[config.mk]
export PLATFORM = sky130hd
export DESIGN_NAME = alu_unit
export DESIGN_NICKNAME = d
export VERILOG_FILES = /design/src/common/ooo_params_pkg.sv /design/src/common/ooo_types_pkg.sv /design/src/verilog/alu_unit.sv
export SDC_FILE = /design/constraint.sdc
export NUM_CORES = 2
export LEC_CHECK = 0
export ABC_AREA = 1
export BUFFER_PORTS_ARGS = -buffer_cell sky130_fd_sc_hd__buf_4
export CAP_MARGIN = 5
export CORE_AREA = 2 2 222 224
export DETAILED_ROUTE_END_ITERATION = 10
export DIE_AREA = 0 0 224 226
export PLACE_DENSITY = 0.77
export SYNTH_ARGS = -nofsm -noshare
export SYNTH_HDL_FRONTEND = slang
export SYNTH_SLANG_ARGS = --single-unit
[constraint.sdc]
create_clock -name itf -period 12.3 [get_ports itf]
set_input_delay 2.46 -clock itf [delete_from_list [all_inputs] [get_ports itf]]
set_output_delay 2.46 -clock itf [all_outputs]
set_load 0.1 [all_outputs]
[src/common/ooo_params_pkg.sv]
`default_nettype none

package ooo_params_pkg;

    // Datapath and architectural registers
    localparam int xlen      = 32;
    localparam int num_regs  = 32;
    localparam int reg_idx_w = 5;
    localparam int shamt_w   = $clog2(xlen);

    // Tags index reorder buffer entries
    localparam int rob_depth = 8;
    localparam int tag_w     = 3;

    // Reservation station slots
    localparam int rs_depth = 4;
    localparam int rs_idx_w = $clog2(rs_depth);

    // Multiply occupancy of the execution unit
    localparam int mul_cycles = 3;
    localparam int mul_cnt_w  = $clog2(mul_cycles);

endpackage

`default_nettype wire

[src/common/ooo_types_pkg.sv]
`default_nettype none

package ooo_types_pkg;

    import ooo_params_pkg::*;

    typedef enum logic [3:0] {
        alu_add = 4'd0,
        alu_sub = 4'd1,
        alu_and = 4'd2,
        alu_or  = 4'd3,
        alu_xor = 4'd4,
        alu_sll = 4'd5,
        alu_srl = 4'd6,
        alu_slt = 4'd7,
        alu_mul = 4'd8
    } alu_op_e;

    // Decoded operation as seen at the issue port
    typedef struct packed {
        alu_op_e              op;
        logic [reg_idx_w-1:0] rd;
        logic [reg_idx_w-1:0] rs1;
        logic [reg_idx_w-1:0] rs2;
        logic                 use_imm;
        logic [xlen-1:0]      imm;
    } issue_op_t;

    // Value is only meaningful once ready is set
    typedef struct packed {
        logic             ready;
        logic [tag_w-1:0] tag;
        logic [xlen-1:0]  value;
    } operand_t;

    typedef struct packed {
        logic             valid;
        logic [tag_w-1:0] tag;
        logic [xlen-1:0]  value;
    } cdb_t;

    typedef struct packed {
        logic             valid;
        alu_op_e          op;
        logic [tag_w-1:0] tag;
        logic [xlen-1:0]  a;
        logic [xlen-1:0]  b;
    } exec_req_t;

    typedef struct packed {
        logic                 valid;
        logic [reg_idx_w-1:0] rd;
        logic [xlen-1:0]      value;
    } commit_t;

endpackage

`default_nettype wire

[src/verilog/alu_unit.sv]
`default_nettype none

module alu_unit
    import ooo_params_pkg::*;
    import ooo_types_pkg::*;
(
    input  logic      itf,
    input  logic      rst_n,
    input  exec_req_t req,
    output logic      busy,
    output cdb_t      cdb
);

    logic [mul_cnt_w-1:0] mul_cnt;
    logic [tag_w-1:0]     mul_tag;
    logic [xlen-1:0]      mul_a;
    logic [xlen-1:0]      mul_b;
    logic [xlen-1:0]      mul_prod;
    logic [xlen-1:0]      alu_res;
    logic                 take_mul;

    assign take_mul = req.valid && (req.op == alu_mul) && (mul_cnt == '0);

    // Busy from the cycle a multiply is presented until its last cycle
    assign busy = (mul_cnt != '0) || (req.valid && req.op == alu_mul);

    // Low half of the product only
    assign mul_prod = mul_a * mul_b;

    always_comb begin
        case (req.op)
            alu_add: alu_res = req.a + req.b;
            alu_sub: alu_res = req.a - req.b;
            alu_and: alu_res = req.a & req.b;
            alu_or:  alu_res = req.a | req.b;
            alu_xor: alu_res = req.a ^ req.b;
            alu_sll: alu_res = req.a << req.b[shamt_w-1:0];
            alu_srl: alu_res = req.a >> req.b[shamt_w-1:0];
            alu_slt: alu_res = {{(xlen - 1){1'b0}}, $signed(req.a) < $signed(req.b)};
            default: alu_res = '0;
        endcase
    end

    always_ff @(posedge itf) begin
        if (!rst_n) begin
            mul_cnt <= '0;
            cdb     <= '0;
        end else begin
            cdb.valid <= 1'b0;
            if (mul_cnt != '0) begin
                mul_cnt <= mul_cnt - 1'b1;
                if (mul_cnt == mul_cnt_w'(1)) begin
                    cdb.valid <= 1'b1;
                    cdb.tag   <= mul_tag;
                    cdb.value <= mul_prod;
                end
            end else if (req.valid) begin
                if (req.op == alu_mul) begin
                    mul_cnt <= mul_cnt_w'(mul_cycles - 1);
                end else begin
                    cdb.valid <= 1'b1;
                    cdb.tag   <= req.tag;
                    cdb.value <= alu_res;
                end
            end
        end
    end

    always_ff @(posedge itf) begin
        if (take_mul) begin
            mul_tag <= req.tag;
            mul_a   <= req.a;
            mul_b   <= req.b;
        end
    end

endmodule

`default_nettype wire

# After elaboration in Yosys (flattened, before gate mapping)
# Cells that the tools add are included.
# word_totals
register_bits	105
out_inout_bits	37
wordCells	46
# classes
add_sub_neg	3
mul	1
n_lt_le_gt_ge	1
n_eq_ne	11
shift	2
mux	8
n_bitwise	3
n_reduce_logical	10
# op_table
cell	n
one-hot mux 32 bit (8 select lines)	1
2-to-1 mux 36 bit	4
adder 32 bit	1
AND 32 bit	1
< comparator 32 bit	1
multiplier 32 x 32 -> 32 bit	1
bitwise OR 32 bit	1
<< shifter 32 x 5 -> 32 bit	1
right shift 32 x 5 -> 32 bit	1
subtractor 32 bit	1
XOR 32 bit	1
equality test 4 x 3 -> 1 bit (second input constant)	4
equality test 4 x 2 -> 1 bit (second input constant)	2
2-to-1 mux 2 bit	3
nonzero test 2 bit	3
equality test 4 x 1 -> 1 bit (second input constant)	1
equality test 4 bit (second input constant)	1
logical NOT 4 bit	1
inequality test 2 x 1 -> 1 bit (second input constant)	2
AND reduction 3 bit	1
equality test 2 x 1 -> 1 bit (second input constant)	1
logical AND 1 bit	2
logical NOT 2 bit	1
AND reduction 2 bit	1
2 further kinds	2

# Depth between registers and ports, before layout
# logic_depth
depth_word	5
ltp_mapped	34
ltp_nobuf	32

# Least setup slack after synthesis
# Ideal clock, no wire load.
# synth_timing
kind	input port to flip-flop
start	in req[69] (netlist name)
end	reg mul_a[0], enable pin
setup_time_ns	0.658
t_arrival_ns	8.982
path_slack_ns	2.660
stages	1
n_path_buf	0
cell_sequence	nor4_1
# synth_between
elab_chain_len	3
# synth_rtl
element	line	rtl
start, declared	alu_unit.sv:9	input exec_req_t req,
equality test 4 bit	alu_unit.sv:22	assign take_mul = req.valid && (req.op == alu_mul) && (mul_cnt == '0);
logical AND 1 bit (2 in a row)	alu_unit.sv:22	
end signal, assigned	alu_unit.sv:72	mul_a <= req.a;
end, declared	alu_unit.sv:16	logic [xlen-1:0] mul_a;
# Every way passes these cells.
# A chain may end at the register's enable or synchronous reset.

# Worst setup path after layout
# layout_timing
start	reg mul_b[7]
end	reg cdb[26] (netlist name)
# layout_between
elab_chain_len	3
# layout_rtl
element	line	rtl
start, declared	alu_unit.sv:17	logic [xlen-1:0] mul_b;
start signal, assigned	alu_unit.sv:73	mul_b <= req.b;
multiplier 32 x 32 -> 32 bit	alu_unit.sv:28	assign mul_prod = mul_a * mul_b;
2-to-1 mux 36 bit	alu_unit.sv:52	if (mul_cnt == mul_cnt_w'(1)) begin
2-to-1 mux 36 bit	alu_unit.sv:50	if (mul_cnt != '0) begin
end, declared	alu_unit.sv:11	output cdb_t cdb
# Every way passes these cells. The select of a mux whose other input is x is not followed.

==> run summary <==
Warnings, synthesis - 0
RSZ-0062 raised after global routing - no
Post-CTS Repair Setup Buffers - 0
Synth async-reset ratio - 0
fmax - 129 MHz
post_cts resized - 0
core box area - 48,300 µm²
clock sink count - 105
Vias/cell - 5.73
Crit Path Max Fanout - 26
Max-cap violations - 0
Num CTS Buffers - 9
largest net degree at the start of global routing - 77
Avg Cell Area, Syn - 6.86 µm²
run status - finished clean
final core utilization - 0.617
Mapped Cells - 4,168
gr ovfl total - 0
hold buffers post-CTS - 0
router iterations before antenna repair - 8
Final Hold Viols - 0
vias in the first global route - 26,600
Via Count - 27,200
EDFF count, synth - 67
pwr/cell area - 182 nW/µm²
Setup-failing EPs final - 0
worst setup margin - 4.56 ns
clk buf depth - 2
# port buffers - 110
GRT Util Overall - 0.412
reported leakage power - 0.0171 µW
CTS tree - done
final instance area - 29,800 µm²
area post-placement - 29,500 µm²
sequential area share after synthesis - 0.0970
Max IR drop VDD - 0.279 mV
Critical Path Start Type - flop
layout cells sized above 1 - 0.0459
Clock Skews - 0.0138 ns
Final Max Slew Viols - 0
Die Y - 226 µm
Crit Path Class - flop to flop
prevailing post-synth register cell - edfxtp_1
Cell Area, Synth - 28,600 µm²
Tcrit/Tclk final - 0.629
worst slew pin tran - 1.18 ns
H-tree depth - 3
RD Place Congestion - 1.08
drc violations - 0
Worst Setup End Kind - flop
Max transition margin - 0.213
row count - 81
die width - 224 µm
Yosys cell types - 58
DR WL/cell - 21.7 µm
Skew-Pair Late Insertion Delay - 0.38 ns
# IOs - 111
crit path DAT - 8.01 ns
worst slack, placed - 4.62 ns
Starting DRT DRC Count - 2,769
clock transition at the registers of the reported paths - 0.08 ns
worst hold path type - flop to flop
required time of the worst setup path - 12.57 ns
estimated wirelength of the detail-placed design - 83,100 µm
first-pass GRT wire length - 156,000 µm
synthesis-to-layout area growth - 4.33%
clk root buf - clkbuf_16
Setup TNS - 0 ns
DIE AREA - 50,600 µm²
register bit total from synthesis - 105
Final Net Count - 4,820
post-route ant nets - 0
Final min period - 7.74 ns
starting density of the core - 0.591
initial antenna violation count - 2
final WL - 103,000 µm
Synth Net Count - 4,875
## critical path, cell delays in order, from the launching register on
cell,delay (ns)
edfxtp_1,1.12
nand2_1,0.13
inv_1,0.11
fa_1,0.43
fa_1,0.49
fa_1,0.52
inv_1,0.06
fa_1,0.48
inv_1,0.05
fa_1,0.49
inv_1,0.05
fa_1,0.53
inv_1,0.05
fa_1,0.50
fa_1,0.46
ha_1,0.38
nand2_1,0.12
nor3_1,0.40
nand4_1,0.17
nand3_1,0.21
a21o_1,0.19
a21oi_1,0.10
xor2_1,0.28
o21ai_0,0.13
nand2_1,0.10
nand2_1,0.05
## stage by stage
stage	power [µW]	hold WS (ns)	cells
finish	5420	0.473	4743
global route	5890	0.506	4740
global placement	5010	0.456	4724
CTS	5360	0.473	4740
floorplan	3570	0.479	4168
detailed placement	5010	0.461	4724
## synth_stat cells (4+ instances only)
master / number / area (µm²)
a211oi_1: 15 / 113
o31ai_1: 4 / 30.0
nor3_1: 18 / 90.1
o21a_1: 7 / 52.6
buf_4: 6 / 45.0
fa_1: 410 / 8210
edfxtp_1: 67 / 2010
nor4_1: 13 / 81.3
ha_1: 223 / 2790
a21oi_1: 216 / 1080
buf_2: 63 / 315
a21oi_2: 6 / 52.6
nor2_1: 168 / 631
xor2_1: 18 / 158
dfxtp_1: 38 / 761
mux2i_1: 9 / 90.1
buf_1: 24 / 90.1
o21ai_0: 166 / 831
o21ai_1: 82 / 410
or2_2: 5 / 31.3
inv_1: 983 / 3690
o21ai_2: 7 / 61.3
nand3b_1: 6 / 45.0
a21o_1: 12 / 90.1
or2_1: 6 / 37.5
nand3_1: 180 / 901
nand4_1: 20 / 125
inv_2: 5 / 18.8
a31oi_1: 23 / 144
nor2_2: 4 / 25.0
o22ai_1: 20 / 125
clkbuf_1: 104 / 390
a21boi_0: 7 / 52.6
nand2_1: 1150 / 4320
o21bai_1: 12 / 90.1
o221ai_1: 12 / 105
o211ai_1: 16 / 120
a221oi_1: 5 / 43.8
o2111ai_1: 8 / 70.1
## area by class of cell
type	count	area [µm²]
clock inverter	7	80.1
fill	4592	18500
multi-input combinational	2871	21200
antenna	3	7.51
sequential	105	2770
tap	622	778
inverter	989	3710
clock buffer	9	225
timing repair buffer	137	1030
## cells in the final DEF (no fill, tap or decap), drive strengths merged, types with 23 or more instances in the layout
cell	synthesis	layout
a31oi	23	23
nand2	1151	1151
buf	96	137
inv	988	989
ha	223	223
dfxtp	38	38
fa	410	410
a21oi	222	222
o21ai	255	255
edfxtp	67	67
nand3	180	180
nor2	172	172
## where the power goes
part | total, µW | switching (µW) | internal, µW
clock network | 305 | 153 | 152
registers | 462 | 45.8 | 417
logic | 4650 | 3130 | 1520
total | 5420 | 3330 | 2090
## layer usage
metal | GRT usage | part of all wire | vias up
met5 | 0 | 0 | -
met1 | 0.504 | 0.38 | 13000
met2 | 0.673 | 0.46 | 1326
li1 | - | - | 12600
met3 | 0.0598 | 0.078 | 333
met4 | 0.291 | 0.080 | 0
## kinds of logic after synthesis
logic type	synth area share
xor gates and xnor gates	0.00644
buffers and inverters	0.161
DFF	0.0970
muxes	0.00315
and+or+nand+nor	0.222
AOI/OAI and AO/OA	0.126
adders and majority gates	0.385
## registers in the layout (all words and copies together) (netlist names)
| signal | cells |
|---|---|
| cdb | 36 |
| mul_a | 32 |
| mul_tag | 3 |
| mul_cnt | 2 |
| mul_b | 32 |
## path summary, 6_finish.rpt
kind	startpoint	endpoint	slack, ns	depth (start not counted)
hold reg to reg	cdb[2]	cdb[2]	0.47	2
setup / recovery	mul_b[7]	cdb[26]	4.56	25
setup reg to reg	mul_b[7]	cdb[26]	4.56	25
hold / removal	cdb[2]	cdb[2]	0.47	2
Note: power is estimated with default switching activity, not from simulation.
