File: src/common/ooo_params_pkg.sv
`default_nettype none

package ooo_params_pkg;

    // Datapath and architectural registers
    localparam int xlen      = 32;
    localparam int num_regs  = 32;
    localparam int reg_idx_w = 5;
    localparam int shamt_w   = $clog2(xlen);

    // Tags index reorder buffer entries
    localparam int rob_depth = 8;
    localparam int tag_w     = 3;

    // Reservation station slots
    localparam int rs_depth = 4;
    localparam int rs_idx_w = $clog2(rs_depth);

    // Multiply occupancy of the execution unit
    localparam int mul_cycles = 3;
    localparam int mul_cnt_w  = $clog2(mul_cycles);

endpackage

`default_nettype wire

File: src/common/ooo_types_pkg.sv
`default_nettype none

package ooo_types_pkg;

    import ooo_params_pkg::*;

    typedef enum logic [3:0] {
        alu_add = 4'd0,
        alu_sub = 4'd1,
        alu_and = 4'd2,
        alu_or  = 4'd3,
        alu_xor = 4'd4,
        alu_sll = 4'd5,
        alu_srl = 4'd6,
        alu_slt = 4'd7,
        alu_mul = 4'd8
    } alu_op_e;

    // Decoded operation as seen at the issue port
    typedef struct packed {
        alu_op_e              op;
        logic [reg_idx_w-1:0] rd;
        logic [reg_idx_w-1:0] rs1;
        logic [reg_idx_w-1:0] rs2;
        logic                 use_imm;
        logic [xlen-1:0]      imm;
    } issue_op_t;

    // Value is only meaningful once ready is set
    typedef struct packed {
        logic             ready;
        logic [tag_w-1:0] tag;
        logic [xlen-1:0]  value;
    } operand_t;

    typedef struct packed {
        logic             valid;
        logic [tag_w-1:0] tag;
        logic [xlen-1:0]  value;
    } cdb_t;

    typedef struct packed {
        logic             valid;
        alu_op_e          op;
        logic [tag_w-1:0] tag;
        logic [xlen-1:0]  a;
        logic [xlen-1:0]  b;
    } exec_req_t;

    typedef struct packed {
        logic                 valid;
        logic [reg_idx_w-1:0] rd;
        logic [xlen-1:0]      value;
    } commit_t;

endpackage

`default_nettype wire

File: src/alu_rs/alu_rs.sv
`default_nettype none

module alu_rs
    import ooo_params_pkg::*;
    import ooo_types_pkg::*;
(
    input  logic             itf,
    input  logic             rst_n,
    input  logic             insert,
    input  alu_op_e          op,
    input  logic             use_imm,
    input  logic [xlen-1:0]  imm,
    input  logic [tag_w-1:0] dest_tag,
    input  operand_t         src1,
    input  operand_t         src2,
    input  cdb_t             cdb,
    input  logic             unit_busy,
    output logic             full,
    output exec_req_t        req
);

    logic [rs_depth-1:0] valid;
    // older[i][j] set means entry i was allocated before entry j
    logic [rs_depth-1:0] older [rs_depth];
    alu_op_e             e_op  [rs_depth];
    logic [tag_w-1:0]    e_tag [rs_depth];
    operand_t            e_a   [rs_depth];
    operand_t            e_b   [rs_depth];

    logic [rs_depth-1:0] rdy;
    logic [rs_depth-1:0] pick;
    logic [rs_depth-1:0] occupied;
    logic [rs_idx_w-1:0] sel_idx;
    logic [rs_idx_w-1:0] ins_idx;
    logic                fire;
    operand_t            ins_b;

    function automatic operand_t snoop(operand_t o, cdb_t c);
        operand_t r;
        r = o;
        if (!o.ready && c.valid && c.tag == o.tag) begin
            r.ready = 1'b1;
            r.value = c.value;
        end
        return r;
    endfunction

    always_comb begin
        for (int i = 0; i < rs_depth; i++) begin
            rdy[i] = valid[i] && e_a[i].ready && e_b[i].ready;
        end
    end

    // Only the oldest ready entry survives the age check
    always_comb begin
        for (int i = 0; i < rs_depth; i++) begin
            pick[i] = rdy[i];
            for (int j = 0; j < rs_depth; j++) begin
                if (rdy[j] && older[j][i]) begin
                    pick[i] = 1'b0;
                end
            end
        end
    end

    always_comb begin
        sel_idx = '0;
        for (int i = rs_depth - 1; i >= 0; i--) begin
            if (pick[i]) begin
                sel_idx = rs_idx_w'(i);
            end
        end
    end

    assign fire = !unit_busy && (|pick);

    // The slot leaving this cycle is free for the incoming entry
    assign occupied = valid & ~({rs_depth{fire}} & pick);
    assign full     = &occupied;

    always_comb begin
        ins_idx = '0;
        for (int i = rs_depth - 1; i >= 0; i--) begin
            if (!occupied[i]) begin
                ins_idx = rs_idx_w'(i);
            end
        end
    end

    always_comb begin
        ins_b = src2;
        if (use_imm) begin
            ins_b.ready = 1'b1;
            ins_b.tag   = '0;
            ins_b.value = imm;
        end
    end

    always_ff @(posedge itf) begin
        if (!rst_n) begin
            valid <= '0;
            req   <= '0;
        end else begin
            req.valid <= fire;
            req.op    <= e_op[sel_idx];
            req.tag   <= e_tag[sel_idx];
            req.a     <= e_a[sel_idx].value;
            req.b     <= e_b[sel_idx].value;
            if (fire) begin
                valid[sel_idx] <= 1'b0;
            end
            if (insert) begin
                valid[ins_idx] <= 1'b1;
            end
        end
    end

    always_ff @(posedge itf) begin
        for (int i = 0; i < rs_depth; i++) begin
            e_a[i] <= snoop(e_a[i], cdb);
            e_b[i] <= snoop(e_b[i], cdb);
        end
        if (insert) begin
            e_op[ins_idx]  <= op;
            e_tag[ins_idx] <= dest_tag;
            e_a[ins_idx]   <= snoop(src1, cdb);
            e_b[ins_idx]   <= snoop(ins_b, cdb);
            // New entry is younger than everything already held
            older[ins_idx] <= '0;
            for (int j = 0; j < rs_depth; j++) begin
                if (j != int'(ins_idx)) begin
                    older[j][ins_idx] <= 1'b1;
                end
            end
        end
    end

endmodule

`default_nettype wire

File: config.mk
export PLATFORM = sky130hd
export DESIGN_NAME = alu_rs
export DESIGN_NICKNAME = d
export VERILOG_FILES = /design/src/common/ooo_params_pkg.sv /design/src/common/ooo_types_pkg.sv /design/src/alu_rs/alu_rs.sv
export SDC_FILE = /design/constraint.sdc
export NUM_CORES = 1
export LEC_CHECK = 0
export BUFFER_PORTS_ARGS = -buffer_cell sky130_fd_sc_hd__buf_2
export CORE_MARGIN = 2
export CORE_UTILIZATION = 45
export DETAILED_ROUTE_END_ITERATION = 16
export PLACE_DENSITY = 0.67
export SYNTH_ARGS = -nofsm -noshare
export SYNTH_HDL_FRONTEND = slang
export SYNTH_SLANG_ARGS = --single-unit
File: constraint.sdc
create_clock -name itf -period 3.3 [get_ports itf]
set_input_delay 0.33 -clock itf [delete_from_list [all_inputs] [get_ports itf]]
set_output_delay 0.33 -clock itf [all_outputs]
set_load 0.005 [all_outputs]
After elaboration in Yosys (flattened, before gate mapping):

Memories as Yosys holds them, arrays and structs flattened. A register that Yosys moved wholly into a read port is not among the register bits.
Index checks and enable logic that the tools add are counted.

* RAM bits: 332
* memories: 5
* bits in read-only memories: 0
* latch bits: 0
* register bits after elaboration: 5
* output and inout bits: 73
* logic and storage cells: 165

Memory list
* e_a: depth 4, bits a word 36, read ports 5, clocked after Yosys merged registers in 1, write ports 5, RTL line alu_rs.sv:27 `operand_t e_a [rs_depth];`
* e_b: depth 4, bits a word 36, read ports 5, clocked after Yosys merged registers in 1, write ports 5, RTL line alu_rs.sv:28 `operand_t e_b [rs_depth];`
* e_op: depth 4, bits a word 4, read ports 1, clocked after Yosys merged registers in 1, write ports 1, RTL line alu_rs.sv:25 `alu_op_e e_op [rs_depth];`
* older: depth 4, bits a word 4, read ports 4, clocked after Yosys merged registers in 0, write ports 5, RTL line alu_rs.sv:24 `logic [rs_depth-1:0] older [rs_depth];`
* e_tag: depth 4, bits a word 3, read ports 1, clocked after Yosys merged registers in 1, write ports 1, RTL line alu_rs.sv:26 `logic [tag_w-1:0] e_tag [rs_depth];`

* muxes and demuxes: 70
* add/subtract/negate cells: 0
* $mul: 0
* bitwise operators: 6
* order comparisons: 4
* divide/modulo/power cells: 0
* eq/ne operators: 13
* reductions and logical operators: 65
* shift operators: 0

Operators by type and width (count)
* 32-bit two-way mux: 12
* 1-bit logical AND: 47
* 1-bit two-way mux: 40
* 36-bit two-way mux: 1
* 3-bit == test: 10
* 4-bit two-way mux: 7
* 2-bit two-way mux: 8
* 1-bit zero test: 15
* 4-bit AND: 3
* 4-bit inverter: 2
* 2-bit by 3-bit less-than comparator with 1-bit output (second input constant): 2
* 1-bit demux with 2-bit select: 2
* 2-bit by 1-bit greater-or-equal comparator with 1-bit output (second input constant): 2
* 2-bit != test (first input constant): 2
* 4-bit OR: 1
* 4-bit AND reduction: 1
* 4-bit OR reduction: 1
* 1-bit by 2-bit != test with 1-bit output (first input constant): 1
* 2-bit nonzero test: 1

Longest topological paths before layout:

* depth in word-level cells: 22
* gate-level depth with buffers: 10
* depth with buffers taken out: 7

Least setup slack after synthesis:

OpenSTA, ideal clock, no wires.

* kind: input port to flip-flop
* start point: input cdb[33] in the netlist's numbering
* end point: memory e_b[0][0] in the netlist's numbering, enable pin
* cell stages on the path: 4
* arrival time: 3.125 ns
* data required time: 2.834 ns
* slack: -0.291 ns
* library setup time: 0.466 ns
* path through: buf_2 > xnor2_1 > nand4_1 > o21ai_0

RTL lines
* from (decl): RTL line alu_rs.sv:16 `input cdb_t cdb,`
* to (decl): RTL line alu_rs.sv:28

Final worst setup path:

* start point: register valid[2]
* end point: memory e_op[0][1] in the netlist's numbering, enable pin

* longest elaborated chain between the ends: 15

Ends and longest elaborated chain
* from (decl): RTL line alu_rs.sv:22 `logic [rs_depth-1:0] valid;`
* 1-bit logical AND (2 in series): RTL line alu_rs.sv:50 `rdy[i] = valid[i] && e_a[i].ready && e_b[i].ready;`
* 1-bit two-way mux (4 in series): RTL line alu_rs.sv:59 `if (rdy[j] && older[j][i]) begin`
* 4-bit OR reduction: RTL line alu_rs.sv:75 `assign fire = !unit_busy && (|pick);`
* 1-bit logical AND: RTL line alu_rs.sv:75
* 4-bit AND: RTL line alu_rs.sv:78 `assign occupied = valid & ~({rs_depth{fire}} & pick);`
* 4-bit inverter: RTL line alu_rs.sv:78
* 4-bit AND *: RTL line alu_rs.sv:78
* 2-bit two-way mux (3 in series): RTL line alu_rs.sv:84 `if (!occupied[i]) begin`
* 2-bit two-way mux *: RTL line alu_rs.sv:84
* to (decl): RTL line alu_rs.sv:25

Mark *: on every way between the ends. The rest lies on a longest branch, timed or not.

==> qor.log <==
qor: run_status.status finished clean
qor: setup_path.crit_cells 8
qor: synthesis.synth.area.top_cells edfxtp_1 (52%), dfxtp_1 (11%), mux2i_1 (7.8%)
qor: timing.timing.final.max_slew_violations 0
qor: routing.route.antenna.remaining_nets 0
qor: timing.rsz_0062_raised_after_global_routing no
qor: clocking.tritoncts.num_buffers 44
qor: clocking.tritoncts yes
qor: routing.drt-total-wl 48,460 µm
qor: setup_path.critPathMaxFanout 16
qor: layout.share_of_layout_cells_above_drive_strength_1 30.82%
qor: clocking.cts_sinks 408
qor: power_and_ir_drop.p_per_area 583.0 nW/µm²
qor: timing.worst_slew_margin_rel 45.72%
qor: timing.clock_skew 0.01096 ns
qor: routing.drt-vias-per-instance 5.616
qor: timing.layout_min_cycle_time 3.066 ns
qor: setup_path.worst_ep_required_time 3.55 ns
qor: setup_path.cp_cell_sequence nand4_1, nand4_1, o21ai_1, o31ai_4, nand2_1, buf_4, inv_1, buf_4
qor: global_route.grt_pass1_vias 11,765
qor: clocking.cts_htree_levels 2
qor: routing.dr_total_vias 11,714
qor: timing.finalSetupTns 0 ns
qor: setup_path.timing.critical_path.to_type flip-flop
qor: floorplan.top_level_port_count 225
qor: floorplan.fp-row-count 72
qor: timing.hold_viol_final 0
qor: synthesis.post_synth_instance_area 17,670 µm²
qor: placed_design.place.port_buffers 224
qor: clocking.clock_path_buffers 3
qor: timing.max_slew.worst_pin.slew 0.8142 ns
qor: floorplan.die_x 202.2 µm
qor: layout.non_filler_cells_in_the_finished_layout 2,086
qor: clocking.cts.clk_slew.worst_paths 0.06 ns
qor: global_route.grt_pass1_wl 72,600 µm
qor: routing.drt-pass1-iter-count 4
qor: layout.syn_to_final_growth 20.03%
qor: setup_path.timing_worst_setup_path_type reg2reg
qor: placed_design.dp_hpwl 30,980 µm
qor: synthesis.ys_types 44
qor: clocking.post_cts.repair.setup_buffers 0
qor: timing.clock.fmax 0.3261 GHz
qor: setup_path.critical-path-max-stage-delay 0.79 ns
qor: clocking.clk_latency 0.55 ns
qor: timing.timing.final.setup_violations 0
qor: synthesis.synth_ff_type edfxtp_1
qor: floorplan.initial_utilization 45.63%
qor: synthesis.synthCells 1,304
qor: global_route.grt_max_degree 45
qor: global_route.grt_usage 23.59%
qor: synthesis.synth_largest_type_area_fraction 52.33%
qor: timing.postLayoutSetupSlackWorst 0.2336 ns
qor: setup_path.critical_path.endpoint e_op[0][1]
qor: setup_path.cp_data_arrival_time 3.32 ns
qor: min_path.holdCritPathClass in2reg
qor: layout.finalCoreUtilization 54.77%
qor: routing.drt_iter0_drc 938
qor: global_route.globalRouteOverflowTotal 0
qor: routing.route.detailed.drc 0
qor: timing.min_period_over_period 92.92%
qor: setup_path.timing.critical_path.max_delay_family compound AO/OA/AOI/OAI gates
qor: run.max_cap_violations 0
qor: synthesis.synthesis.nets 1,456
qor: clocking.ctsRootBufferMaster clkbuf_16
qor: floorplan.coreArea 38,740 µm²
qor: power_and_ir_drop.leakagePower 0.008445 µW
qor: setup_path.crit-reg2reg-launch valid[2]
qor: floorplan.die_h 202.2 µm
qor: synthesis.synthDominantAreaCellType edfxtp_1
qor: synthesis.yosysWarnings 0
qor: synthesis.synth_async_sr_flop_share 0%
qor: setup_path.r2r-end e_op[0][1]
qor: floorplan.fp.dieArea 40,880 µm²
qor: placed_design.place.detailed.instances 1,999
qor: synthesis.per_instance_average_area_after_synthesis 13.55 µm²
qor: synthesis.postSynthRegisterBits 408
qor: clocking.post_cts_resize_count 0
qor: setup_path.rr_worst_depth 8
qor: placed_design.pre_cts_ws 0.3060 ns
qor: global_route.grt_antenna_before_repair 3
qor: setup_path.cp_slowest_cell o31ai_4
qor: synthesis.ys_seq_area_share 63.66%
qor: routing.routed_wire_length_per_instance 23.23 µm
qor: layout.num-nets-final 1,685
qor: placed_design.last_weighted_congestion_value_of_the_routability_driven_placer 0.8940
qor: power_and_ir_drop.vdd_drop_max 0.0004344 V
qor: setup_path.crit_buf_inv 3
qor: setup_path.worstSetupStartpointType flip-flop
qor: setup_path.setup.reg_to_reg.worst_slack 0.23 ns
qor: setup_path.critPathLaunch valid[2]
qor: synthesis.synth-edff-count 308
## worst register-to-register path, stage by stage (launching register included)
cell and delay [ns]:
dfxtp_1 0.44, nand4_1 0.14, nand4_1 0.22, o21ai_1 0.22, o31ai_4 0.79, nand2_1 0.32, buf_4 0.26, inv_1 0.14
buf_4 0.24
## cell families (layout without fill, tap and decap cells)
kind of cell / Yosys count / after routing / share of synthesized area, %
compound gates: 312 / 312 / 10.85
xor+xnor: 30 / 30 / 1.487
buf+inv: 134 / 397 / 3.214
flops: 408 / 408 / 63.66
mux: 266 / 266 / 16.61
other cells: 0 / 1 / 0
simple gates: 154 / 154 / 4.177
## cells in the mapped netlist (2+ instances only)
master	instances
nor2_1	48
o21ai_0	39
mux2i_1	137
a21oi_1	103
o21ai_1	2
xor2_1	12
a22oi_1	71
edfxtp_1	308
clkbuf_1	50
a21o_1	3
xnor2_1	18
buf_2	33
a41o_1	4
nand4_1	23
buf_6	3
a31oi_1	4
nor3_1	2
and4_1	3
and2_1	7
mux2_1	2
buf_1	3
dfxtp_1	100
o22ai_1	71
nand2_1	53
nor2b_1	5
nand3_1	3
o21a_1	8
mux2_2	97
mux2_4	30
and4b_1	4
inv_1	44
o21ai_2	2
## metrics by stage
stage / hold slack (ns) / total power [µW] / area, µm²
floorplan: 0.4223 / 6784 / 17670
global placement: 0.4405 / 7367 / 19660
detailed placement: 0.4390 / 7404 / 19660
CTS: 0.01968 / 12440 / 21210
global route: 0.02315 / 12770 / 21220
finish: 0.03354 / 12370 / 21220
## report_power, final
part           switching [µW]  total, µW  internal [µW]
clock                    1970       5060           3090
combinational             783       1320            542
sequential                117       5980           5860
## state kept, by name, summed over array words and instances, names as in the netlist
register,count
e_op,16
older,16
e_b,144
e_tag,12
valid,4
e_a,144
req,72
## cells in the final DEF, fill, tap and decap left out, types with 6 or more instances in the layout
cell type	instances
o21ai_0	37
xnor2_1	18
clkbuf_16	47
buf_12	15
nor2_1	46
dfxtp_1	100
dlygate4sd3_1	6
edfxtp_1	308
nand2_1	48
inv_1	44
mux2_4	30
clkbuf_8	8
o22ai_1	71
mux2i_1	137
a22oi_1	71
xor2_1	12
clkbuf_1	14
nand4_1	23
and2_1	6
buf_2	224
a21oi_1	103
mux2_2	97
o21a_1	8
buf_4	28
## timing repair
action	in CTS	in global routing
endpoints found under the setup margin	0	0
hold buffers	6	0
endpoints found under the hold margin	20	0
## routing by layer
layer	wire (µm)	up-vias	track usage (%)	share of wire (%)
met5	9	-	0	0.019
met4	1375	2	8.525	2.8
met3	3187	80	3.708	6.6
met2	23220	462	38.77	48
met1	20670	5730	31.84	43
li1	-	5440	-	-
## how the worst min path moves through the flow
stage                           start     endpoint  slack, ns  cells past startpoint
final                        src1[34]   e_a[0][34]       0.03                      1
after global routing         src1[34]   e_a[0][34]       0.02                      1
after CTS                    src1[32]   e_a[1][32]       0.02                      1
after detailed placement  older[3][2]  older[3][2]       0.44                      2
after global placement    older[0][2]  older[0][2]       0.44                      1
after floorplan           older[1][3]  older[1][3]       0.42                      2
## final cells by class
cell class                 count  area (µm²)
antenna                        1       2.502
clock buffer                  69        1339
clock inverter                11       153.9
fill                        3239       17520
inverter                      44       165.2
multi-input combinational    762        5964
sequential                   408       11250
tap                          518       648.1
timing repair buffer         273        1692
(Power assumes the default switching activity.)
