$ cat src/common/ooo_params_pkg.sv
`default_nettype none

package ooo_params_pkg;

    // Datapath and architectural registers
    localparam int xlen      = 32;
    localparam int num_regs  = 32;
    localparam int reg_idx_w = 5;
    localparam int shamt_w   = $clog2(xlen);

    // Tags index reorder buffer entries
    localparam int rob_depth = 8;
    localparam int tag_w     = 3;

    // Reservation station slots
    localparam int rs_depth = 4;
    localparam int rs_idx_w = $clog2(rs_depth);

    // Multiply occupancy of the execution unit
    localparam int mul_cycles = 3;
    localparam int mul_cnt_w  = $clog2(mul_cycles);

endpackage

`default_nettype wire

$ cat src/common/ooo_types_pkg.sv
`default_nettype none

package ooo_types_pkg;

    import ooo_params_pkg::*;

    typedef enum logic [3:0] {
        alu_add = 4'd0,
        alu_sub = 4'd1,
        alu_and = 4'd2,
        alu_or  = 4'd3,
        alu_xor = 4'd4,
        alu_sll = 4'd5,
        alu_srl = 4'd6,
        alu_slt = 4'd7,
        alu_mul = 4'd8
    } alu_op_e;

    // Decoded operation as seen at the issue port
    typedef struct packed {
        alu_op_e              op;
        logic [reg_idx_w-1:0] rd;
        logic [reg_idx_w-1:0] rs1;
        logic [reg_idx_w-1:0] rs2;
        logic                 use_imm;
        logic [xlen-1:0]      imm;
    } issue_op_t;

    // Value is only meaningful once ready is set
    typedef struct packed {
        logic             ready;
        logic [tag_w-1:0] tag;
        logic [xlen-1:0]  value;
    } operand_t;

    typedef struct packed {
        logic             valid;
        logic [tag_w-1:0] tag;
        logic [xlen-1:0]  value;
    } cdb_t;

    typedef struct packed {
        logic             valid;
        alu_op_e          op;
        logic [tag_w-1:0] tag;
        logic [xlen-1:0]  a;
        logic [xlen-1:0]  b;
    } exec_req_t;

    typedef struct packed {
        logic                 valid;
        logic [reg_idx_w-1:0] rd;
        logic [xlen-1:0]      value;
    } commit_t;

endpackage

`default_nettype wire

$ cat src/rob/reorder_buffer.sv
`default_nettype none

module reorder_buffer
    import ooo_params_pkg::*;
    import ooo_types_pkg::*;
(
    input  logic                 itf,
    input  logic                 rst_n,
    input  logic                 alloc,
    input  logic [reg_idx_w-1:0] alloc_rd,
    output logic [tag_w-1:0]     alloc_tag,
    output logic                 full,
    input  logic [tag_w-1:0]     lookup_tag1,
    input  logic [tag_w-1:0]     lookup_tag2,
    output operand_t             lookup_opnd1,
    output operand_t             lookup_opnd2,
    input  cdb_t                 cdb,
    output commit_t              commit,
    output logic [tag_w-1:0]     commit_tag
);

    logic [tag_w-1:0]     head;
    logic [tag_w-1:0]     tail;
    logic [tag_w:0]       count;
    logic [rob_depth-1:0] done;
    logic [reg_idx_w-1:0] e_rd    [rob_depth];
    logic [xlen-1:0]      e_value [rob_depth];
    logic                 retire;

    assign alloc_tag = tail;
    assign full      = (count == (tag_w + 1)'(rob_depth));
    assign retire    = (count != '0) && done[head];

    // Head retires in the cycle after its result is recorded
    assign commit.valid = retire;
    assign commit.rd    = e_rd[head];
    assign commit.value = e_value[head];
    assign commit_tag   = head;

    always_comb begin
        lookup_opnd1.ready = done[lookup_tag1];
        lookup_opnd1.tag   = lookup_tag1;
        lookup_opnd1.value = e_value[lookup_tag1];
        lookup_opnd2.ready = done[lookup_tag2];
        lookup_opnd2.tag   = lookup_tag2;
        lookup_opnd2.value = e_value[lookup_tag2];
    end

    always_ff @(posedge itf) begin
        if (!rst_n) begin
            head  <= '0;
            tail  <= '0;
            count <= '0;
            done  <= '0;
        end else begin
            if (retire) begin
                done[head] <= 1'b0;
                head       <= head + 1'b1;
            end
            if (alloc) begin
                done[tail] <= 1'b0;
                tail       <= tail + 1'b1;
            end
            // Broadcast tags always name a live entry
            if (cdb.valid) begin
                done[cdb.tag] <= 1'b1;
            end
            count <= count + (tag_w + 1)'(alloc) - (tag_w + 1)'(retire);
        end
    end

    always_ff @(posedge itf) begin
        if (alloc) begin
            e_rd[tail] <= alloc_rd;
        end
        if (cdb.valid) begin
            e_value[cdb.tag] <= cdb.value;
        end
    end

endmodule

`default_nettype wire

$ cat config.mk
export PLATFORM = sky130hd
export DESIGN_NAME = reorder_buffer
export DESIGN_NICKNAME = d
export VERILOG_FILES = /design/src/common/ooo_params_pkg.sv /design/src/common/ooo_types_pkg.sv /design/src/rob/reorder_buffer.sv
export SDC_FILE = /design/constraint.sdc
export NUM_CORES = 1
export LEC_CHECK = 0
export ABC_CLOCK_PERIOD_IN_PS = 6700
export BUFFER_PORTS_ARGS = -buffer_cell sky130_fd_sc_hd__buf_2
export CORE_MARGIN = 2
export CORE_UTILIZATION = 60
export CTS_BUF_LIST = sky130_fd_sc_hd__clkbuf_4 sky130_fd_sc_hd__clkbuf_8
export CTS_CLUSTER_SIZE = 14
export DETAILED_ROUTE_END_ITERATION = 8
export GPL_TIMING_DRIVEN = 0
export PLACE_DENSITY = 0.81
export SLEW_MARGIN = 15
export SYNTH_ARGS = -nofsm -noshare
export SYNTH_HDL_FRONTEND = slang
export SYNTH_SLANG_ARGS = --single-unit
$ cat constraint.sdc
create_clock -name itf -period 6.7 [get_ports itf]
set_input_delay 0.67 -clock itf [delete_from_list [all_inputs] [get_ports itf]]
set_output_delay 0.67 -clock itf [all_outputs]
set_load 0.01 [all_outputs]
# Word-level counts from Yosys, hierarchy flattened
# Memories as Yosys holds them, arrays and structs flattened. A register that Yosys moved wholly into a read port is not among the register bits.
# Cells that the tools add are included.
[totals] out_inout_bits=117 reg_bits=18 word_cells=54 romBits=0 n_memories=2 ram_bits=296 latch_bits=0
[memory_table] name="e_value" depth=8 word_bits=32 read_ports=3 rd_clocked_by_memory_dff=1 wr=1 line="reorder_buffer.sv:27" rtl="logic [xlen-1:0] e_value [rob_depth];"
[memory_table] name="e_rd" depth=8 word_bits=5 read_ports=1 rd_clocked_by_memory_dff=1 wr=1 line="reorder_buffer.sv:26" rtl="logic [reg_idx_w-1:0] e_rd [rob_depth];"
[classes] eq_ne=1 div=0 bitwise=5 n_shift=0 n_addsub=4 n_lt_le_gt_ge=8 n_mux=25 n_mul=0 reduce_logical=5
[op_table] cell="$mux 8" n=5
[op_table] cell="$lt 3x4->1 const B" n=5
[op_table] cell="$and 8x8->8" n=2
[op_table] cell="$not 8->8" n=2
[op_table] cell="$mux 3" n=4
[op_table] cell="$mux 1" n=10
[op_table] cell="$bmux 1 s3" n=3
[op_table] cell="$demux 1 s3" n=3
[op_table] cell="$ge 3x1->1 const B" n=3
[op_table] cell="$or 8x8->8" n=1
[op_table] cell="$add 3x1->3 const B" n=2
[op_table] cell="$add 4x1->4" n=1
[op_table] cell="$eq 4x4->1 const B" n=1
[op_table] cell="$logic_and 1x1->1" n=4
[op_table] cell="$reduce_bool 4->1" n=1
[op_table] cell="$sub 4x1->4" n=1

# Longest topological paths before layout
# Gate-level depths: netlist of run 1.
[logic_depth] depth_word=13 mapped_depth=12 mapped_depth_nobuf=12

# Least setup slack after synthesis of run 1
# Ideal clock, no wire load.
[synth_timing] path_kind="input to register" from="input port cdb[32] in the netlist's numbering" to="memory e_value[0][0], enable pin" stages=2 path_buffers=0 arrival_time_ns=3.066 slack_ns=3.173 setup_ns=0.461 path_cell_list="nand2b_1 -> nor3_1"
[synth_rtl] element="start: declaration" line="reorder_buffer.sv:17" rtl="input cdb_t cdb,"
[synth_rtl] element="end: declaration" line="reorder_buffer.sv:27"
# No word-level cell before the write port.

==> flow_metrics.tcl, run 1 <==
set metrics [dict create \
    outcome "finished, final reports clean" \
    syn_to_final_growth_pct 16.4 \
    cts_resized 0 \
    grt_use_met1_pct 38.5 \
    cts_tree "done" \
    cts_sinks 317 \
    tns_ns 0 \
    cts-hold-fix-buffers 0 \
    ant_nets 0 \
    synth_compound_area_share_pct 0.809 \
    ios 167 \
    placed_cells 1320 \
    clk_pin_slew_ns 0.06 \
    clock_path_buffers 3 \
    ir_worst_vdd_v 0.000201 \
    maxSlewViolCount 0 \
    gr-usage-all-layers_pct 28.8 \
    cts_buffers 50 \
    worst_path_max_delay_cell "clkbuf_1" \
    synth_edf_count 296 \
    dr.pass1.iters 5 \
    grt-busiest-layer "met2" \
    place_area_mm2 0.0178 \
    synth_top_flop_cell "edfxtp_1" \
    final_area_mm2 0.0189 \
    syn_nets 860 \
    grt_max_degree 20 \
    grt_pass1_vias 9839 \
    finalNonFillerCells 1412 \
    drt_wl_total_um 40100 \
    synthMuxAreaShare_pct 36.3 \
    globalRouteMet3Util_pct 5.31 \
    cp_common_cell "clkbuf_1" \
    hold_class "input pin to register" \
    p_sw_share_pct 23.3 \
    dieHeight_um 169 \
    power_frac_comb_pct 12.6 \
    setup_ws_ns 3.21 \
    wl_per_cell_um 28.4 \
    synth-seq-cells 317 \
    critPathArrivalTime_ns 2.82 \
    syn_inst 801 \
    grt_antenna_before_repair 4 \
    fp.dieW_um 169 \
    drc 0 \
    finish.utilization_pct 70.6 \
    nFillCells 1637 \
    regToRegStartpoint "count[2]" \
    holdWs_ns 0.343 \
    fin_skew_ns 0.0116 \
    powerDensity_mw_per_mm2 243 \
    endpoint "commit[3]" \
    grt_pass1_wl_um 59400 \
    postCtsSetupRepairBufs 0 \
    critPathMaxFanout 10 \
    grt_remaining_overflow 0 \
    rrSetupSlack_ns 3.90 \
    reg2reg_to "count[1]" \
    synth-adder-area-share_pct 0.740 \
    num_vias 9493 \
    die-area_mm2 0.0284 \
    critPathKind "register to primary output" \
    slew_headroom_pct 36.7 \
    p_int_mw 3.52 \
    h-tree-depth 2 \
    required_ns 6.03 \
    first_iter_violations 1029 \
    slowest_delay_ns 0.72 \
    cts-root-buf "clkbuf_8" \
    synth_top_family_by_area "multiplexers" \
    synthDistinctLibCells 37 \
    preCtsSetupSlack_ns 3.55 \
    endpoint_kind "primary output" \
    setup_viol_count_final 0 \
    leakage_nw 6.30 \
    met2_usage_pct 49.4 \
    gp_congestion 0.798 \
    p_clk_share_pct 37.8 \
    nets 1090 \
    synth_area_per_cell_um2 20.3 \
    worstMarginPinSlew_ns 0.942 \
    initial_utilization_pct 60.6 \
    synthSimpleGateAreaFrac_pct 2.10 \
    rsz0062_at_grt "no" \
    synth_area_mm2 0.0162 \
    finalCritPeriodShare_pct 52.0 \
    pwr-share-seq_pct 49.6 \
    cp_cell_sequence "clkbuf_1 > clkbuf_1 > mux2_2 > buf_2" \
    core_mm2 0.0268 \
    reg2reg_depth 10 \
    hpwl_um 27100 \
    synth_xor_area_share_pct 0.162 \
    ys.warnings.count 0 \
    drive_gt1_share_pct 58.3 \
    power_mw 4.59 \
    timing_hold_violations_final 0 \
    start_kind "register" \
    portBuffers 160 \
    async_reset_ff_share_pct 0 \
    fmax_ghz 0.287 \
    cap_violations 0 \
    rows 60 \
    clock_latency_ns 0.59 \
    seq_area_frac_synth_pct 57.3 \
    vias_per_cell 6.72 \
    switching_power_mw 1.07 \
    fin_crit_ns 3.49 \
]
kinds of logic (layout without fill, tap and decap cells):
| logic type | Yosys count | in the layout |
|---|---|---|
| adders and majority gates | 9 | 9 |
| buffers and inverters | 74 | 341 |
| DFF | 317 | 317 |
| and+or+nand+nor | 66 | 66 |
| xor gates and xnor gates | 3 | 3 |
| other | 0 | 3 |
| muxes | 317 | 317 |
| AOI/OAI and AO/OA | 15 | 15 |
final cells by class:
class                      count  area [um2]  area share, %
clock inverter                18         191           1.01
multi-input combinational    410        6560           34.7
sequential                   317        9310           49.2
timing repair buffer         178        1120           5.94
antenna                        3        7.51         0.0397
clock buffer                  71         865           4.57
buffer                        67         398           2.10
tap                          341         427           2.26
inverter                       7        26.3          0.139
layer usage:
metal	share of wire [%]	up-vias	wire length, um
li1	-	3939	-
met2	52	539	20800
met3	8.9	77	3570
met5	0.032	-	13
met1	37	4936	14700
met4	2.3	2	929
cell usage after synthesis (3+ instances only):
master / number / share of area, %
edfxtp_1: 296 / 55
nor3_1: 7 / 0.22
nor4b_1: 3 / 0.16
buf_6: 10 / 0.69
buf_1: 14 / 0.32
mux2_2: 106 / 7.3
nand2_1: 16 / 0.37
clkbuf_1: 16 / 0.37
o32ai_1: 8 / 0.43
nand2b_1: 9 / 0.35
inv_1: 7 / 0.16
nor3b_1: 3 / 0.14
mux4_2: 206 / 29
buf_2: 12 / 0.37
a21oi_1: 3 / 0.092
nor2_1: 17 / 0.39
mux2i_1: 4 / 0.25
dfxtp_1: 21 / 2.6
buf_4: 15 / 0.69
ha_1: 8 / 0.62
sequential cells by signal, indices dropped and copies added (netlist names), named ones only:
signal	cells
e_value	256
e_rd	40
done	8
count	4
alloc_tag	3
commit_tag	3
worst max-delay path: cells and delay by family (launching register included):
family   cells  cell delay (ns)
buf+inv      3             1.46
flops        1             0.31
mux          1             0.45
power groups by stage:
stage / registers [mW] / clock network, mW / logic (mW)
floorplan: 2.30 / 0 / 0.380
global route: 2.28 / 1.82 / 0.622
CTS: 2.28 / 1.75 / 0.583
finish: 2.28 / 1.73 / 0.579
detailed placement: 2.32 / 0 / 0.581
global placement: 2.31 / 0 / 0.557
how the worst min path moves through the flow:
stage	cells past startpoint	to	from	slack (ns)
after CTS	1	e_value[7][3]	cdb[3]	0.33
after floorplan	2	done[3]	done[3]	0.46
after global routing	1	e_value[7][2]	cdb[2]	0.35
after global placement	2	done[2]	done[2]	0.50
final	1	e_value[7][2]	cdb[2]	0.34
after detailed placement	2	done[3]	done[3]	0.50
layout by cell type, fill, tap and decap left out, drive strengths merged, types with 4 or more instances in the layout:
| cell | netlist | final |
|---|---|---|
| buf | 51 | 229 |
| bufinv | 0 | 4 |
| clkbuf | 16 | 87 |
| clkinv | 0 | 11 |
| dfxtp | 21 | 21 |
| edfxtp | 296 | 296 |
| ha | 8 | 8 |
| inv | 7 | 8 |
| mux2 | 107 | 107 |
| mux2i | 4 | 4 |
| mux4 | 206 | 206 |
| nand2 | 16 | 16 |
| nand2b | 9 | 9 |
| nor2 | 17 | 17 |
| nor3 | 7 | 7 |
| o32ai | 8 | 8 |
Note: power is estimated with default switching activity, not from simulation.
==> inputs of run 2 (changes only) <==
--- a/config.mk
+++ b/config.mk
@@ -5,15 +5,15 @@
 export SDC_FILE = /design/constraint.sdc
 export NUM_CORES = 1
 export LEC_CHECK = 0
-export ABC_CLOCK_PERIOD_IN_PS = 6700
+export ABC_CLOCK_PERIOD_IN_PS = 3000
 export BUFFER_PORTS_ARGS = -buffer_cell sky130_fd_sc_hd__buf_2
 export CORE_MARGIN = 2
-export CORE_UTILIZATION = 60
+export CORE_UTILIZATION = 56
 export CTS_BUF_LIST = sky130_fd_sc_hd__clkbuf_4 sky130_fd_sc_hd__clkbuf_8
 export CTS_CLUSTER_SIZE = 14
 export DETAILED_ROUTE_END_ITERATION = 8
 export GPL_TIMING_DRIVEN = 0
-export PLACE_DENSITY = 0.81
+export PLACE_DENSITY = 0.79
 export SLEW_MARGIN = 15
 export SYNTH_ARGS = -nofsm -noshare
 export SYNTH_HDL_FRONTEND = slang
==> constraint.sdc (replaced) <==
create_clock -name itf -period 3 [get_ports itf]
set_input_delay 0.3 -clock itf [delete_from_list [all_inputs] [get_ports itf]]
set_output_delay 0.3 -clock itf [all_outputs]
set_load 0.01 [all_outputs]
==> flow_metrics.tcl, run 2 (synthesis results as in run 1) <==
set metrics [dict create \
    preCtsSetupSlack_ns 0.183 \
    slowest_delay_ns 0.62 \
    clock_latency_ns 0.56 \
    critPathMaxFanout 10 \
    rows 62 \
    leakage_nw 6.36 \
    die-area_mm2 0.0304 \
    num_vias 9609 \
    rsz0062_at_grt "yes" \
    outcome "finished, final reports clean" \
    reg2reg_depth 9 \
    cts_buffers 51 \
    maxSlewViolCount 0 \
    power_mw 9.88 \
    critPathArrivalTime_ns 2.67 \
    portBuffers 160 \
    whs_path_depth 1 \
    grt_pass1_vias 9998 \
    cts-root-buf "clkbuf_8" \
    first_iter_violations 1199 \
    worstMarginPinSlew_ns 0.945 \
    clock_path_buffers 3 \
    cp_cell_sequence "buf_2 > buf_1 > mux4_2 > mux2_2 > buf_2" \
    nets 1114 \
    min_delay_worst_endpoint "e_value[1][22]" \
    min_from "cdb[22]" \
    holdWs_ns 0.0167 \
    grt_pass1_wl_um 60200 \
    cts_sinks 317 \
    worst_path_max_delay_cell "buf_1" \
    ios 167 \
    setup_viol_count_final 0 \
    powerDensity_mw_per_mm2 517 \
    start_kind "register" \
    vias_per_cell 6.50 \
    fmax_ghz 0.337 \
    rrSetupSlack_ns 0.23 \
    cts_tree "done" \
    hold_class "input pin to register" \
    required_ns 2.70 \
    h-tree-depth 2 \
    layout_commonest_cell "edfxtp_1" \
    grt_antenna_before_repair 1 \
    wl_per_cell_um 27.4 \
    drc 0 \
    dieHeight_um 174 \
    regArea_mm2 0.00931 \
    final_cell_mix "296 x edfxtp_1, 206 x mux4_2, 176 x buf_2" \
    grt_max_degree 21 \
    cap_violations 0 \
    initial_utilization_pct 56.7 \
    reg2reg_to "count[2]" \
    syn_to_final_growth_pct 17.6 \
    fp.dieW_um 174 \
    largest-register "e_value" \
    regToRegStartpoint "commit_tag[0]" \
    finalNonFillerCells 1478 \
    slew_headroom_pct 37.0 \
    ir_worst_vdd_v 0.000309 \
    finish.utilization_pct 66.7 \
    timing_hold_violations_final 0 \
    reg.largest.list "e_value x256, e_rd x40, done x8" \
    finalCritPeriodShare_pct 99.0 \
    core_mm2 0.0286 \
    largest_reg_flops 256 \
    hpwl_um 26800 \
    nFillCells 1860 \
    endpoint_kind "primary output" \
    critPathKind "register to primary output" \
    drt_wl_total_um 40500 \
    ant_nets 0 \
    grt_remaining_overflow 0 \
    drive_gt1_share_pct 56.3 \
    placed_cells 1356 \
    clk_pin_slew_ns 0.06 \
    dr.pass1.iters 5 \
    gr-usage-all-layers_pct 27.2 \
    fin_crit_ns 2.97 \
    multi_input_area_mm2 0.00658 \
    fin_skew_ns 0.00764 \
    gp_congestion 0.826 \
    postCtsSetupRepairBufs 0 \
    cp_common_cell "buf_2" \
    setup_ws_ns 0.0314 \
]
-- run 2: cell types whose count changed in the layout (fill, tap and decap cells not counted), sizes merged --
cell,previous run,this run
buf,229,222
bufinv,4,0
clkbuf,87,86
clkinv,11,21
clkinvlp,2,0
diode,3,1
dlygate4sd3,0,30
inv,8,7
-- run 2: cell type report --
| cell class | instances | area share [%] |
|---|---|---|
| sequential | 317 | 48.8 |
| multi-input combinational | 410 | 34.5 |
| timing repair buffer | 201 | 7.02 |
| clock buffer | 70 | 4.52 |
| tap | 384 | 2.52 |
| buffer | 67 | 2.13 |
| clock inverter | 21 | 0.439 |
| inverter | 7 | 0.138 |
| antenna | 1 | 0.0131 |
-- run 2: layer usage --
layer | part of all wire (%) | vias to the layer above | track usage [%] | wire, um
met5 | 0 | - | 0 | 0
met4 | 2.7 | 0 | 9.35 | 1110
met3 | 9.4 | 95 | 5.73 | 3800
met2 | 50 | 575 | 44.1 | 20200
met1 | 38 | 4950 | 37.3 | 15400
li1 | - | 3989 | - | -
-- run 2: stage by stage --
stage	cell area (um2)	setup TNS, ns
global placement	17500	-256.97
floorplan	16300	0
finish	19100	0
detailed placement	17800	0
CTS	19100	0
global route	19100	-0.401
-- run 2: how the worst max path moves through the flow --
stage                                end  cells after the start
after floorplan                 count[2]                      9
after global placement    e_value[4][14]                      3
after detailed placement        count[1]                     10
after CTS                     commit[19]                      5
after global routing          commit[30]                      5
final                         commit[13]                      5
-- run 2: critical path: cells and delay by family, from the launching register on --
kind                   cells  cell delay, ns
DFF                        1            0.33
buffers and inverters      3            1.07
muxes                      2            0.72
-- run 2: what timing repair did --
action / in CTS / in global routing
pin swaps: 0 / 0
cloned: 0 / 0
hold buffers: 30 / 0
endpoints found under the hold margin: 203 / 0
gates resized for setup: 7 / 1
setup endpoints to repair: 33 / 17
-- run 2: power breakdown --
group          switching (mW)  total, mW  internal (mW)
sequential             0.0897       5.09           5.00
clock                    1.62       3.47           1.85
combinational           0.641       1.32          0.681
